===== src/verilog/sdram_pkg.sv =====
// SDRAM controller shared definitions.
// Command encodings, sequencer states, address fields and chip timing
// for a 16-bit SDR SDRAM with 4 banks.

`default_nettype none

package sdram_pkg;

	// Word address fields. Byte address bits 1:0 are dropped.
	localparam int BANK_BITS = 2;
	localparam int ROW_BITS = 13;
	localparam int COL_BITS = 8;
	localparam int NUM_BANKS = 4;

	localparam int USER_DATA_WIDTH = 32;
	localparam int SDRAM_DATA_WIDTH = 16;
	localparam int BURST_COUNT = USER_DATA_WIDTH / SDRAM_DATA_WIDTH;
	localparam int CAS_LATENCY = 2;

	// Chip timing in cycles.
	localparam int T_RP = 1;
	localparam int T_RFC = 7;
	localparam int T_RCD = 1;

	// Mode register fields.
	localparam logic [2:0] MODE_BURST_2 = 3'b001;
	localparam logic MODE_SEQUENTIAL = 1'b0;
	localparam logic [2:0] MODE_CAS_2 = 3'b010;
	localparam logic MODE_WRITE_BURST = 1'b0;	// Programmed burst writes.

	localparam logic [12:0] MODE_WORD = {3'b000, MODE_WRITE_BURST, 2'b00,
		MODE_CAS_2, MODE_SEQUENTIAL, MODE_BURST_2};

	// Bits are cs_n, ras_n, cas_n, we_n.
	typedef enum logic [3:0] {
		CMD_NOP       = 4'b0111,
		CMD_PRECHARGE = 4'b0010,
		CMD_SET_MODE  = 4'b0000,
		CMD_REFRESH   = 4'b0001,
		CMD_ACTIVATE  = 4'b0011,
		CMD_READ      = 4'b0101,
		CMD_WRITE     = 4'b0100
	} command_t;

	typedef enum logic [4:0] {
		ST_STARTUP,
		ST_STARTUP_PRECHARGE,
		ST_STARTUP_WAIT_PRECHARGE,
		ST_STARTUP_REFRESH_1,
		ST_STARTUP_REFRESH_2,
		ST_STARTUP_WAIT_REFRESH,
		ST_SET_MODE,
		ST_WAIT_SET_MODE,
		ST_IDLE,
		ST_REFRESH,
		ST_WAIT_REFRESH,
		ST_WAIT_PRECHARGE_ALL,
		ST_WAIT_PRECHARGE,
		ST_WAIT_ACTIVATE,
		ST_ACCESS,
		ST_WAIT_READ,
		ST_WAIT_WRITE
	} seq_state_t;

endpackage

`default_nettype wire

===== src/verilog/sdram_subsystem.sv =====
// SDRAM controller subsystem top level.
// Request queue, one open row tracker per bank and the command sequencer.

`timescale 1ns/10ps
`default_nettype none

module sdram_subsystem #(
	parameter int QUEUE_DEPTH = 4,
	parameter int STARTUP_CYCLES = 20000,
	parameter int MODE_WAIT = 2,
	parameter int REFRESH_INTERVAL = 500
)(
	input wire i_clock,
	input wire i_reset,
	input wire i_req,
	input wire i_rw,
	input wire [31:0] i_address,
	input wire [sdram_pkg::USER_DATA_WIDTH-1:0] i_wdata,
	input wire [3:0] i_wmask,
	output logic o_credit,
	output logic [sdram_pkg::USER_DATA_WIDTH-1:0] o_rdata,
	output logic o_rvalid,
	output logic o_sdram_cke,
	output logic o_sdram_cs_n,
	output logic o_sdram_ras_n,
	output logic o_sdram_cas_n,
	output logic o_sdram_we_n,
	output logic [1:0] o_sdram_dqm,
	output logic [1:0] o_sdram_ba,
	output logic [12:0] o_sdram_addr,
	output logic [sdram_pkg::SDRAM_DATA_WIDTH-1:0] o_sdram_wdata,
	output logic o_sdram_data_oe,
	input wire [sdram_pkg::SDRAM_DATA_WIDTH-1:0] i_sdram_rdata
);
	import sdram_pkg::*;

	logic head_valid;
	logic head_rw;
	logic [BANK_BITS-1:0] head_bank;
	logic [ROW_BITS-1:0] head_row;
	logic [COL_BITS-1:0] head_col;
	logic [USER_DATA_WIDTH-1:0] head_wdata;
	logic [3:0] head_wmask;
	logic head_pop;
	logic track_activate;
	logic [BANK_BITS-1:0] track_activate_bank;
	logic [ROW_BITS-1:0] track_activate_row;
	logic track_close_all;
	logic [NUM_BANKS-1:0] bank_hit;
	logic [NUM_BANKS-1:0] bank_open;

	sdram_request_queue #(.QUEUE_DEPTH(QUEUE_DEPTH)) u_queue (
		.i_clock(i_clock), .i_reset(i_reset),
		.i_req(i_req), .i_rw(i_rw), .i_address(i_address),
		.i_wdata(i_wdata), .i_wmask(i_wmask), .i_pop(head_pop),
		.o_credit(o_credit), .o_head_valid(head_valid), .o_head_rw(head_rw),
		.o_head_bank(head_bank), .o_head_row(head_row), .o_head_col(head_col),
		.o_head_wdata(head_wdata), .o_head_wmask(head_wmask)
	);

	for (genvar b = 0; b < NUM_BANKS; b++) begin : g_bank
		sdram_bank_tracker #(.BANK_INDEX(b)) u_tracker (
			.i_clock(i_clock), .i_reset(i_reset),
			.i_head_bank(head_bank), .i_head_row(head_row),
			.i_activate(track_activate), .i_activate_bank(track_activate_bank),
			.i_activate_row(track_activate_row), .i_close_all(track_close_all),
			.o_row_hit(bank_hit[b]), .o_row_open(bank_open[b])
		);
	end

	sdram_command_sequencer #(
		.STARTUP_CYCLES(STARTUP_CYCLES),
		.MODE_WAIT(MODE_WAIT),
		.REFRESH_INTERVAL(REFRESH_INTERVAL)
	) u_sequencer (
		.i_clock(i_clock), .i_reset(i_reset),
		.i_head_valid(head_valid), .i_head_rw(head_rw), .i_head_bank(head_bank),
		.i_head_row(head_row), .i_head_col(head_col), .i_head_wdata(head_wdata),
		.i_head_wmask(head_wmask), .i_bank_hit(bank_hit), .i_bank_open(bank_open),
		.i_sdram_rdata(i_sdram_rdata),
		.o_head_pop(head_pop), .o_track_activate(track_activate),
		.o_track_activate_bank(track_activate_bank),
		.o_track_activate_row(track_activate_row),
		.o_track_close_all(track_close_all),
		.o_rdata(o_rdata), .o_rvalid(o_rvalid),
		.o_sdram_cke(o_sdram_cke), .o_sdram_cs_n(o_sdram_cs_n),
		.o_sdram_ras_n(o_sdram_ras_n), .o_sdram_cas_n(o_sdram_cas_n),
		.o_sdram_we_n(o_sdram_we_n), .o_sdram_dqm(o_sdram_dqm),
		.o_sdram_ba(o_sdram_ba), .o_sdram_addr(o_sdram_addr),
		.o_sdram_wdata(o_sdram_wdata), .o_sdram_data_oe(o_sdram_data_oe)
	);

endmodule

`default_nettype wire


===== src/verilog/sdram_command_sequencer.sv =====
// SDRAM command sequencer.
// Power-up sequence, periodic refresh and row hit, empty and conflict
// access paths. Drives the chip pins and returns read words in order.

`timescale 1ns/10ps
`default_nettype none

module sdram_command_sequencer #(
	parameter int STARTUP_CYCLES = 20000,
	parameter int MODE_WAIT = 2,
	parameter int REFRESH_INTERVAL = 500
)(
	input wire i_clock,
	input wire i_reset,
	input wire i_head_valid,
	input wire i_head_rw,
	input wire [sdram_pkg::BANK_BITS-1:0] i_head_bank,
	input wire [sdram_pkg::ROW_BITS-1:0] i_head_row,
	input wire [sdram_pkg::COL_BITS-1:0] i_head_col,
	input wire [sdram_pkg::USER_DATA_WIDTH-1:0] i_head_wdata,
	input wire [3:0] i_head_wmask,
	input wire [sdram_pkg::NUM_BANKS-1:0] i_bank_hit,
	input wire [sdram_pkg::NUM_BANKS-1:0] i_bank_open,
	input wire [sdram_pkg::SDRAM_DATA_WIDTH-1:0] i_sdram_rdata,
	output logic o_head_pop,
	output logic o_track_activate,
	output logic [sdram_pkg::BANK_BITS-1:0] o_track_activate_bank,
	output logic [sdram_pkg::ROW_BITS-1:0] o_track_activate_row,
	output logic o_track_close_all,
	output logic [sdram_pkg::USER_DATA_WIDTH-1:0] o_rdata,
	output logic o_rvalid,
	output logic o_sdram_cke,
	output logic o_sdram_cs_n,
	output logic o_sdram_ras_n,
	output logic o_sdram_cas_n,
	output logic o_sdram_we_n,
	output logic [1:0] o_sdram_dqm,
	output logic [1:0] o_sdram_ba,
	output logic [12:0] o_sdram_addr,
	output logic [sdram_pkg::SDRAM_DATA_WIDTH-1:0] o_sdram_wdata,
	output logic o_sdram_data_oe
);
	import sdram_pkg::*;

	localparam int COUNT_BITS = 16;
	localparam int READ_TAP = CAS_LATENCY + 2;	// Second capture stage holds beat 0.
	localparam logic [12:0] ADDR_ALL_BANKS = 13'b0_0100_0000_0000;	// A10 high.

	seq_state_t state;
	command_t command;
	logic [COUNT_BITS-1:0] count;
	logic [COUNT_BITS-1:0] refresh_count;
	logic refresh_pending;
	logic any_open;

	// Request taken from the queue.
	logic req_rw;
	logic [BANK_BITS-1:0] req_bank;
	logic [ROW_BITS-1:0] req_row;
	logic [COL_BITS-1:0] req_col;
	logic [USER_DATA_WIDTH-1:0] req_wdata;
	logic [3:0] req_wmask;

	// Read capture.
	logic [READ_TAP:0] read_pipe;
	logic [SDRAM_DATA_WIDTH-1:0] capture_1;
	logic [SDRAM_DATA_WIDTH-1:0] capture_2;

	assign {o_sdram_cs_n, o_sdram_ras_n, o_sdram_cas_n, o_sdram_we_n} = command;
	assign o_track_activate_bank = req_bank;
	assign o_track_activate_row = req_row;

	// Free-running refresh timer.
	always_ff @(posedge i_clock) begin
		if (i_reset) begin
			refresh_count <= '0;
		end else if (refresh_count == COUNT_BITS'(REFRESH_INTERVAL - 1)) begin
			refresh_count <= '0;
		end else begin
			refresh_count <= refresh_count + 1'b1;
		end
	end

	// ============================================================
	// Main state machine.
	// ============================================================
	always_ff @(posedge i_clock) begin
		if (i_reset) begin
			state <= ST_STARTUP;
			command <= CMD_NOP;
			count <= COUNT_BITS'(STARTUP_CYCLES - 1);
			refresh_pending <= 1'b0;
			any_open <= 1'b0;
			o_sdram_cke <= 1'b0;
			o_sdram_dqm <= 2'b11;
			o_sdram_data_oe <= 1'b0;
			o_head_pop <= 1'b0;
			o_track_activate <= 1'b0;
			o_track_close_all <= 1'b0;
		end else begin
			command <= CMD_NOP;
			count <= count - 1'b1;
			o_head_pop <= 1'b0;
			o_track_activate <= 1'b0;
			o_track_close_all <= 1'b0;
			o_sdram_data_oe <= 1'b0;
			if (o_sdram_cke)
				o_sdram_dqm <= 2'b00;

			if (o_track_activate)
				any_open <= 1'b1;

			case (state)
				ST_STARTUP: begin
					if (count <= COUNT_BITS'((STARTUP_CYCLES * 3) / 4)) begin
						o_sdram_cke <= 1'b1;
						o_sdram_dqm <= 2'b00;
					end
					if (count == 0)
						state <= ST_STARTUP_PRECHARGE;
				end
				ST_STARTUP_PRECHARGE: begin
					command <= CMD_PRECHARGE;
					o_sdram_ba <= 2'b00;
					o_sdram_addr <= ADDR_ALL_BANKS;
					count <= COUNT_BITS'(T_RP - 1);
					state <= ST_STARTUP_WAIT_PRECHARGE;
				end
				ST_STARTUP_WAIT_PRECHARGE: begin
					if (count == 0)
						state <= ST_STARTUP_REFRESH_1;
				end
				ST_STARTUP_REFRESH_1: begin
					command <= CMD_REFRESH;
					state <= ST_STARTUP_REFRESH_2;
				end
				ST_STARTUP_REFRESH_2: begin
					command <= CMD_REFRESH;
					count <= COUNT_BITS'(T_RFC - 1);
					state <= ST_STARTUP_WAIT_REFRESH;
				end
				ST_STARTUP_WAIT_REFRESH: begin
					if (count == 0)
						state <= ST_SET_MODE;
				end
				ST_SET_MODE: begin
					command <= CMD_SET_MODE;
					o_sdram_ba <= 2'b00;
					o_sdram_addr <= MODE_WORD;
					count <= COUNT_BITS'(MODE_WAIT - 1);
					state <= ST_WAIT_SET_MODE;
				end
				ST_WAIT_SET_MODE: begin
					if (count == 0)
						state <= ST_IDLE;
				end

				ST_IDLE: begin
					if (refresh_pending) begin
						refresh_pending <= 1'b0;
						if (any_open) begin	// Rows must be closed before refresh.
							command <= CMD_PRECHARGE;
							o_sdram_addr <= ADDR_ALL_BANKS;
							o_track_close_all <= 1'b1;
							any_open <= 1'b0;
							count <= COUNT_BITS'(T_RP - 1);
							state <= ST_WAIT_PRECHARGE_ALL;
						end else begin
							state <= ST_REFRESH;
						end
					end else if (i_head_valid) begin
						o_head_pop <= 1'b1;
						req_rw <= i_head_rw;
						req_bank <= i_head_bank;
						req_row <= i_head_row;
						req_col <= i_head_col;
						req_wdata <= i_head_wdata;
						req_wmask <= i_head_wmask;
						o_sdram_ba <= i_head_bank;
						if (|i_bank_hit) begin
							state <= ST_ACCESS;
						end else if (|i_bank_open) begin
							command <= CMD_PRECHARGE;	// Close the other row.
							o_sdram_addr <= '0;
							count <= COUNT_BITS'(T_RP);	// Wait state issues the activate.
							state <= ST_WAIT_PRECHARGE;
						end else begin
							command <= CMD_ACTIVATE;
							o_sdram_addr <= i_head_row;
							o_track_activate <= 1'b1;
							count <= COUNT_BITS'(T_RCD - 1);
							state <= ST_WAIT_ACTIVATE;
						end
					end
				end
				ST_WAIT_PRECHARGE_ALL: begin
					if (count == 0)
						state <= ST_REFRESH;
				end
				ST_REFRESH: begin
					command <= CMD_REFRESH;
					count <= COUNT_BITS'(T_RFC - 1);
					state <= ST_WAIT_REFRESH;
				end
				ST_WAIT_REFRESH: begin
					if (count == 0)
						state <= ST_IDLE;
				end
				ST_WAIT_PRECHARGE: begin
					if (count == 0) begin
						command <= CMD_ACTIVATE;
						o_sdram_addr <= req_row;
						o_track_activate <= 1'b1;
						count <= COUNT_BITS'(T_RCD - 1);
						state <= ST_WAIT_ACTIVATE;
					end
				end
				ST_WAIT_ACTIVATE: begin
					if (count == 0)
						state <= ST_ACCESS;
				end
				ST_ACCESS: begin
					command <= req_rw ? CMD_WRITE : CMD_READ;
					o_sdram_ba <= req_bank;
					o_sdram_addr <= {4'b0000, req_col, 1'b0};	// A10 low, no auto precharge.
					if (req_rw) begin
						o_sdram_wdata <= req_wdata[15:0];
						o_sdram_dqm <= ~req_wmask[1:0];
						o_sdram_data_oe <= 1'b1;
						state <= ST_WAIT_WRITE;
					end else begin
						count <= COUNT_BITS'(CAS_LATENCY);
						state <= ST_WAIT_READ;
					end
				end
				ST_WAIT_WRITE: begin
					o_sdram_wdata <= req_wdata[31:16];	// Second beat.
					o_sdram_dqm <= ~req_wmask[3:2];
					o_sdram_data_oe <= 1'b1;
					state <= ST_IDLE;
				end
				ST_WAIT_READ: begin
					if (count == 0)
						state <= ST_IDLE;	// Last beat is on the bus now.
				end
				default: begin
					state <= ST_STARTUP;
				end
			endcase

			// Set wins over the clear in idle.
			if (refresh_count == COUNT_BITS'(REFRESH_INTERVAL - 1))
				refresh_pending <= 1'b1;
		end
	end

	// ============================================================
	// Read capture and return.
	// ============================================================
	always_ff @(posedge i_clock) begin
		capture_1 <= i_sdram_rdata;
		capture_2 <= capture_1;
		if (read_pipe[READ_TAP])
			o_rdata <= {capture_1, capture_2};	// Beat 1 is high half.
	end

	always_ff @(posedge i_clock) begin
		if (i_reset) begin
			read_pipe <= '0;
			o_rvalid <= 1'b0;
		end else begin
			read_pipe <= {read_pipe[READ_TAP-1:0], state == ST_ACCESS && !req_rw};
			o_rvalid <= read_pipe[READ_TAP];
		end
	end

	a_no_access_without_cke: assert property (@(posedge i_clock) disable iff (i_reset)
		(command == CMD_READ || command == CMD_WRITE) |-> o_sdram_cke);

endmodule

`default_nettype wire


===== src/verilog/sdram_bank_tracker.sv =====
// Open row tracker for one SDRAM bank.
// Flags whether the head request hits the open row or finds another open.

`timescale 1ns/10ps
`default_nettype none

module sdram_bank_tracker #(
	parameter int BANK_INDEX = 0
)(
	input wire i_clock,
	input wire i_reset,
	input wire [sdram_pkg::BANK_BITS-1:0] i_head_bank,
	input wire [sdram_pkg::ROW_BITS-1:0] i_head_row,
	input wire i_activate,
	input wire [sdram_pkg::BANK_BITS-1:0] i_activate_bank,
	input wire [sdram_pkg::ROW_BITS-1:0] i_activate_row,
	input wire i_close_all,
	output logic o_row_hit,
	output logic o_row_open
);
	import sdram_pkg::*;

	logic is_open;
	logic [ROW_BITS-1:0] open_row;
	logic my_head;
	logic my_activate;

	assign my_head = (i_head_bank == BANK_BITS'(BANK_INDEX));
	assign my_activate = i_activate && (i_activate_bank == BANK_BITS'(BANK_INDEX));

	assign o_row_open = my_head && is_open;
	assign o_row_hit = o_row_open && (open_row == i_head_row);

	always_ff @(posedge i_clock) begin
		if (i_reset) begin
			is_open <= 1'b0;
		end else if (i_close_all) begin
			is_open <= 1'b0;
		end else if (my_activate) begin
			is_open <= 1'b1;
		end
	end

	always_ff @(posedge i_clock) begin
		if (my_activate)
			open_row <= i_activate_row;	// Payload only.
	end

	// A hit must never be served by a fresh activate of the same row.
	a_no_redundant_activate: assert property (@(posedge i_clock) disable iff (i_reset)
		my_activate |-> !(is_open && open_row == i_activate_row));

endmodule

`default_nettype wire


===== src/verilog/sdram_request_queue.sv =====
// Host request queue.
// Circular buffer of word-aligned requests, split into bank, row and
// column on entry. One credit goes back to the host per pop.

`timescale 1ns/10ps
`default_nettype none

module sdram_request_queue #(
	parameter int QUEUE_DEPTH = 4
)(
	input wire i_clock,
	input wire i_reset,
	input wire i_req,
	input wire i_rw,
	input wire [31:0] i_address,
	input wire [sdram_pkg::USER_DATA_WIDTH-1:0] i_wdata,
	input wire [3:0] i_wmask,
	input wire i_pop,
	output logic o_credit,
	output logic o_head_valid,
	output logic o_head_rw,
	output logic [sdram_pkg::BANK_BITS-1:0] o_head_bank,
	output logic [sdram_pkg::ROW_BITS-1:0] o_head_row,
	output logic [sdram_pkg::COL_BITS-1:0] o_head_col,
	output logic [sdram_pkg::USER_DATA_WIDTH-1:0] o_head_wdata,
	output logic [3:0] o_head_wmask
);
	import sdram_pkg::*;

	localparam int PTR_BITS = (QUEUE_DEPTH > 1) ? $clog2(QUEUE_DEPTH) : 1;
	localparam logic [PTR_BITS-1:0] LAST = PTR_BITS'(QUEUE_DEPTH - 1);

	logic rw_mem [QUEUE_DEPTH];
	logic [BANK_BITS-1:0] bank_mem [QUEUE_DEPTH];
	logic [ROW_BITS-1:0] row_mem [QUEUE_DEPTH];
	logic [COL_BITS-1:0] col_mem [QUEUE_DEPTH];
	logic [USER_DATA_WIDTH-1:0] wdata_mem [QUEUE_DEPTH];
	logic [3:0] wmask_mem [QUEUE_DEPTH];

	logic [PTR_BITS-1:0] wr_ptr;
	logic [PTR_BITS-1:0] rd_ptr;
	logic [PTR_BITS:0] count;
	logic do_pop;

	assign o_head_valid = (count != 0);
	assign do_pop = i_pop && o_head_valid;
	assign o_credit = do_pop;	// Credit goes back in the pop cycle.

	assign o_head_rw = rw_mem[rd_ptr];
	assign o_head_bank = bank_mem[rd_ptr];
	assign o_head_row = row_mem[rd_ptr];
	assign o_head_col = col_mem[rd_ptr];
	assign o_head_wdata = wdata_mem[rd_ptr];
	assign o_head_wmask = wmask_mem[rd_ptr];

	// Word address is row, bank, column from the top.
	always_ff @(posedge i_clock) begin
		if (i_req) begin
			rw_mem[wr_ptr] <= i_rw;
			col_mem[wr_ptr] <= i_address[9:2];
			bank_mem[wr_ptr] <= i_address[11:10];
			row_mem[wr_ptr] <= i_address[24:12];
			wdata_mem[wr_ptr] <= i_wdata;
			wmask_mem[wr_ptr] <= i_wmask;
		end
	end

	always_ff @(posedge i_clock) begin
		if (i_reset) begin
			wr_ptr <= '0;
			rd_ptr <= '0;
			count <= '0;
		end else begin
			if (i_req)
				wr_ptr <= (wr_ptr == LAST) ? '0 : wr_ptr + 1'b1;
			if (do_pop)
				rd_ptr <= (rd_ptr == LAST) ? '0 : rd_ptr + 1'b1;
			count <= count + (i_req ? 1'b1 : 1'b0) - (do_pop ? 1'b1 : 1'b0);
		end
	end

	// The host must hold a credit for every request.
	a_no_push_when_full: assert property (@(posedge i_clock) disable iff (i_reset)
		i_req |-> (count < QUEUE_DEPTH || do_pop));

	a_no_pop_when_empty: assert property (@(posedge i_clock) disable iff (i_reset)
		i_pop |-> o_head_valid);

endmodule

`default_nettype wire


===== config.mk =====
export PLATFORM = sky130hd
export DESIGN_NAME = sdram_subsystem
export DESIGN_NICKNAME = d
export VERILOG_FILES = /design/src/verilog/sdram_pkg.sv /design/src/verilog/sdram_subsystem.sv /design/src/verilog/sdram_command_sequencer.sv /design/src/verilog/sdram_bank_tracker.sv /design/src/verilog/sdram_request_queue.sv
export SDC_FILE = /design/constraint.sdc
export NUM_CORES = 1
export LEC_CHECK = 0
export BUFFER_PORTS_ARGS = -buffer_cell sky130_fd_sc_hd__buf_2
export CORE_MARGIN = 8
export CORE_UTILIZATION = 30
export DETAILED_ROUTE_END_ITERATION = 10
export PLACE_DENSITY = 0.53
export SYNTH_ARGS = -nofsm -noshare
export SYNTH_HDL_FRONTEND = slang
export SYNTH_SLANG_ARGS = --single-unit
export TNS_END_PERCENT = 100

===== constraint.sdc =====
create_clock -name i_clock -period 12 [get_ports i_clock]
set_clock_uncertainty 0.15 [all_clocks]
set_input_delay 3.6 -clock i_clock [delete_from_list [all_inputs] [get_ports i_clock]]
set_output_delay 3.6 -clock i_clock [all_outputs]
set_load 0.02 [all_outputs]

==> run summary <==
result of the run = complete, no violations
number of hold-slack violations in the final timing report = 0
commonest non-fill, non-tap cell in the layout = edfxtp_1
crit-path max cell delay = 0.45 ns
Reg clk slew, reported paths = 0.06 ns
number of antenna violations at the first check in global routing = 9
layout overhead on the synthesized area = 18.4%
reported leakage power = 7.61 nW
Relative slew margins = 0.308
delay-heaviest family, CP = simple AND/OR/NAND/NOR gates
CTS tree = done
Max FO, Critical Path = 4
met1 wire length = 17100 um
routed via count = 9743
total core area = 0.0632 mm^2
synthesized area = 0.0192 mm^2
post-synthesis sequential area ratio = 0.753
commonest cells after routing, fill and taps aside = edfxtp_1, buf_2, dfxtp_1
Hold/Removal Path Class = flop to flop
Die Height = 269 um
startpoint of the worst setup timing path = u_queue.count[1]
switching power share of the total = 0.247
highest signal layer in the routed design = met5
Initial DRC Count = 541
number of H-tree levels = 2
final number of setup-violating endpoints = 0
total negative slack = 0 ns
wire length of the first global-routing pass = 62300 um
ordered list of cells on the worst path = or3_1 > nand2_1 > inv_1 > buf_2
clock root buffer = clkbuf_16
fraction of the cycle the final worst path needs = 0.465
iteration count of the initial detailed-routing pass = 6
arrival time worst endpoint = 1.83 ns
via/cell ratio = 4.55
final-report max-slew violation count = 0
routed wirelength normalized by instance count = 19.1 um
total length of routed met2 wires = 20500 um
share of layout cells above drive strength 1 = 0.270
hold_sp = u_sequencer.capture_1[9]
I/O pin count = 161
hold buffers post-CTS = 0
number of clock sinks = 515
dominant synthesized flop cell = edfxtp_1
Worst Path Required = 8.25 ns
sum of met3 wire segment lengths after detailed routing = 1980 um
vias in the first global route = 10292
share of power burned in combinational logic = 0.117
max cap viols = 0
Seq pwr share = 0.487
gp weighted congestion = 0.807
Worst Setup Start Kind = flop
WHS = 0.200 ns
register bit count reported by yosys = 515
critical path class = flop to primary output
power per standard cell area = 193 mW/mm^2
Crit path buffers/inverters = 2
clock group share of total power = 0.396
kind of end point of the critical path = primary output
TritonCTS buffer count = 55
DP Wirelength = 25800 um
final net count = 1347
Async SR Flop Fraction = 0
Yosys cell types = 69
number of standard cells after synthesis = 1075
unrepaired setup endpoints after global routing = no
switching component of the power = 1.08 mW
Final Critical Period = 5.58 ns
pin slew with the least headroom to its limit = 1.04 ns
Setup Buffers After CTS = 0
largest net degree at the start of global routing = 49
Die Area = 0.0723 mm^2
post-detailed-routing wire length = 40800 um
Die W = 269 um
Synth Warn # = 0
gr usage total = 0.113
clock latency reported for the late side of the worst-skew pair = 0.61 ns
highest attainable clock frequency = 179 MHz
post-synthesis area per instance = 17.9 um^2
worst voltage drop across the vdd grid = 0.122 mV
initial cell density of the core = 0.304
number of enable-type register cells in the synthesized netlist = 415
Resized Gates After CTS = 0
Internal Dissipation = 3.29 mW
number of buffers on the longest clock path = 3
Detail Route Antenna Nets = 0
CP max stage cell = or3_1
number of nets produced by synthesis = 1174
Overflow after GRT = 0
Port Buffers = 150
Row Count = 92
DRC violations left = 0
==> final cells by class <==
type / count / area [um^2]
Multi-Input combinational cell: 485 / 4340
Antenna cell: 3 / 7.51
Clock buffer: 66 / 1460
Fill cell: 5946 / 40500
Inverter: 23 / 86.3
Timing Repair Buffer: 168 / 886
Clock inverter: 34 / 418
Sequential cell: 515 / 14500
Tap cell: 846 / 1060
==> registers in the layout (all words and copies together) (netlist names), 5 cells and up, named ones only <==
name / cells
u_sequencer.req_col: 8
u_sequencer.state: 5
u_sequencer.o_rdata: 32
u_queue.bank_mem: 8
u_sequencer.req_wdata: 32
u_queue.col_mem: 32
u_sequencer.o_sdram_addr: 13
u_sequencer.capture_2: 16
u_sequencer.count: 16
u_queue.wdata_mem: 128
u_queue.wmask_mem: 16
u_sequencer.read_pipe: 5
u_queue.row_mem: 52
u_sequencer.o_sdram_wdata: 16
u_sequencer.refresh_count: 16
u_sequencer.capture_1: 16
u_sequencer.o_track_activate_row: 13
g_bank.u_tracker.open_row: 52
==> final timing paths <==
kind / to / slack (ns) / cells after the start
max: o_credit / 6.42 / 4
min: u_sequencer.capture_2[9] / 0.20 / 0
max reg2reg: u_sequencer.o_sdram_addr[3] / 8.40 / 9
min reg2reg: u_sequencer.capture_2[9] / 0.20 / 0
==> kinds of logic (layout without fill, tap and decap cells) <==
group,Yosys count,after routing,share of synthesized area
mux,82,82,0.0839
flops,515,515,0.753
other cells,1,4,0.000195
fa+ha+maj,11,11,0.00756
compound gates,92,92,0.0351
buf+inv,75,291,0.0220
simple gates,218,218,0.0605
xor+xnor,81,81,0.0373
==> cells in the mapped netlist, types with 6 or more instances <==
| cell type | n | area share |
|---|---|---|
| clkbuf_1 | 21 | 0.0041 |
| xnor2_1 | 61 | 0.028 |
| o21ai_0 | 13 | 0.0034 |
| and3_1 | 10 | 0.0033 |
| nor2_1 | 61 | 0.012 |
| ha_1 | 10 | 0.0065 |
| mux2_2 | 17 | 0.010 |
| dfxtp_1 | 100 | 0.10 |
| nor3_1 | 14 | 0.0037 |
| mux4_2 | 55 | 0.065 |
| buf_1 | 7 | 0.0014 |
| a211oi_1 | 7 | 0.0027 |
| a21oi_1 | 22 | 0.0057 |
| nand2b_1 | 9 | 0.0029 |
| inv_1 | 23 | 0.0045 |
| buf_2 | 6 | 0.0016 |
| a222oi_1 | 7 | 0.0037 |
| buf_6 | 13 | 0.0076 |
| nor4_1 | 8 | 0.0026 |
| o21a_1 | 7 | 0.0027 |
| nand4_1 | 24 | 0.0078 |
| xor2_1 | 19 | 0.0087 |
| nand2_1 | 38 | 0.0074 |
| nand3_1 | 13 | 0.0034 |
| edfxtp_1 | 415 | 0.65 |
| nor2b_1 | 12 | 0.0039 |
==> power by group through the flow <==
stage / clock network, mW / logic, mW / registers, mW
finish: 1.73 / 0.511 / 2.13
global route: 1.85 / 0.572 / 2.15
CTS: 1.79 / 0.523 / 2.13
detailed placement: 0 / 0.520 / 2.17
global placement: 0 / 0.512 / 2.17
floorplan: 0 / 0.377 / 2.15
==> metrics by stage <==
stage	util	worst slack (ns)	cells	total power, mW	instance area, um^2
after floorplan	-	3.37	1075	2.53	19200
after global placement	0.330	6.34	2037	2.68	20800
after detailed placement	0.330	6.30	2037	2.69	20800
after CTS	0.359	6.34	2137	4.45	22700
after global routing	0.359	6.29	2138	4.57	22700
final	0.360	6.42	2140	4.38	22700
==> layer usage <==
metal,vias to the layer above,GRT usage
li1,4524,-
met1,4911,0.137
met2,209,0.194
met3,87,0.0256
met4,12,0.0445
met5,-,0
Power figures use the tool's default switching activity.
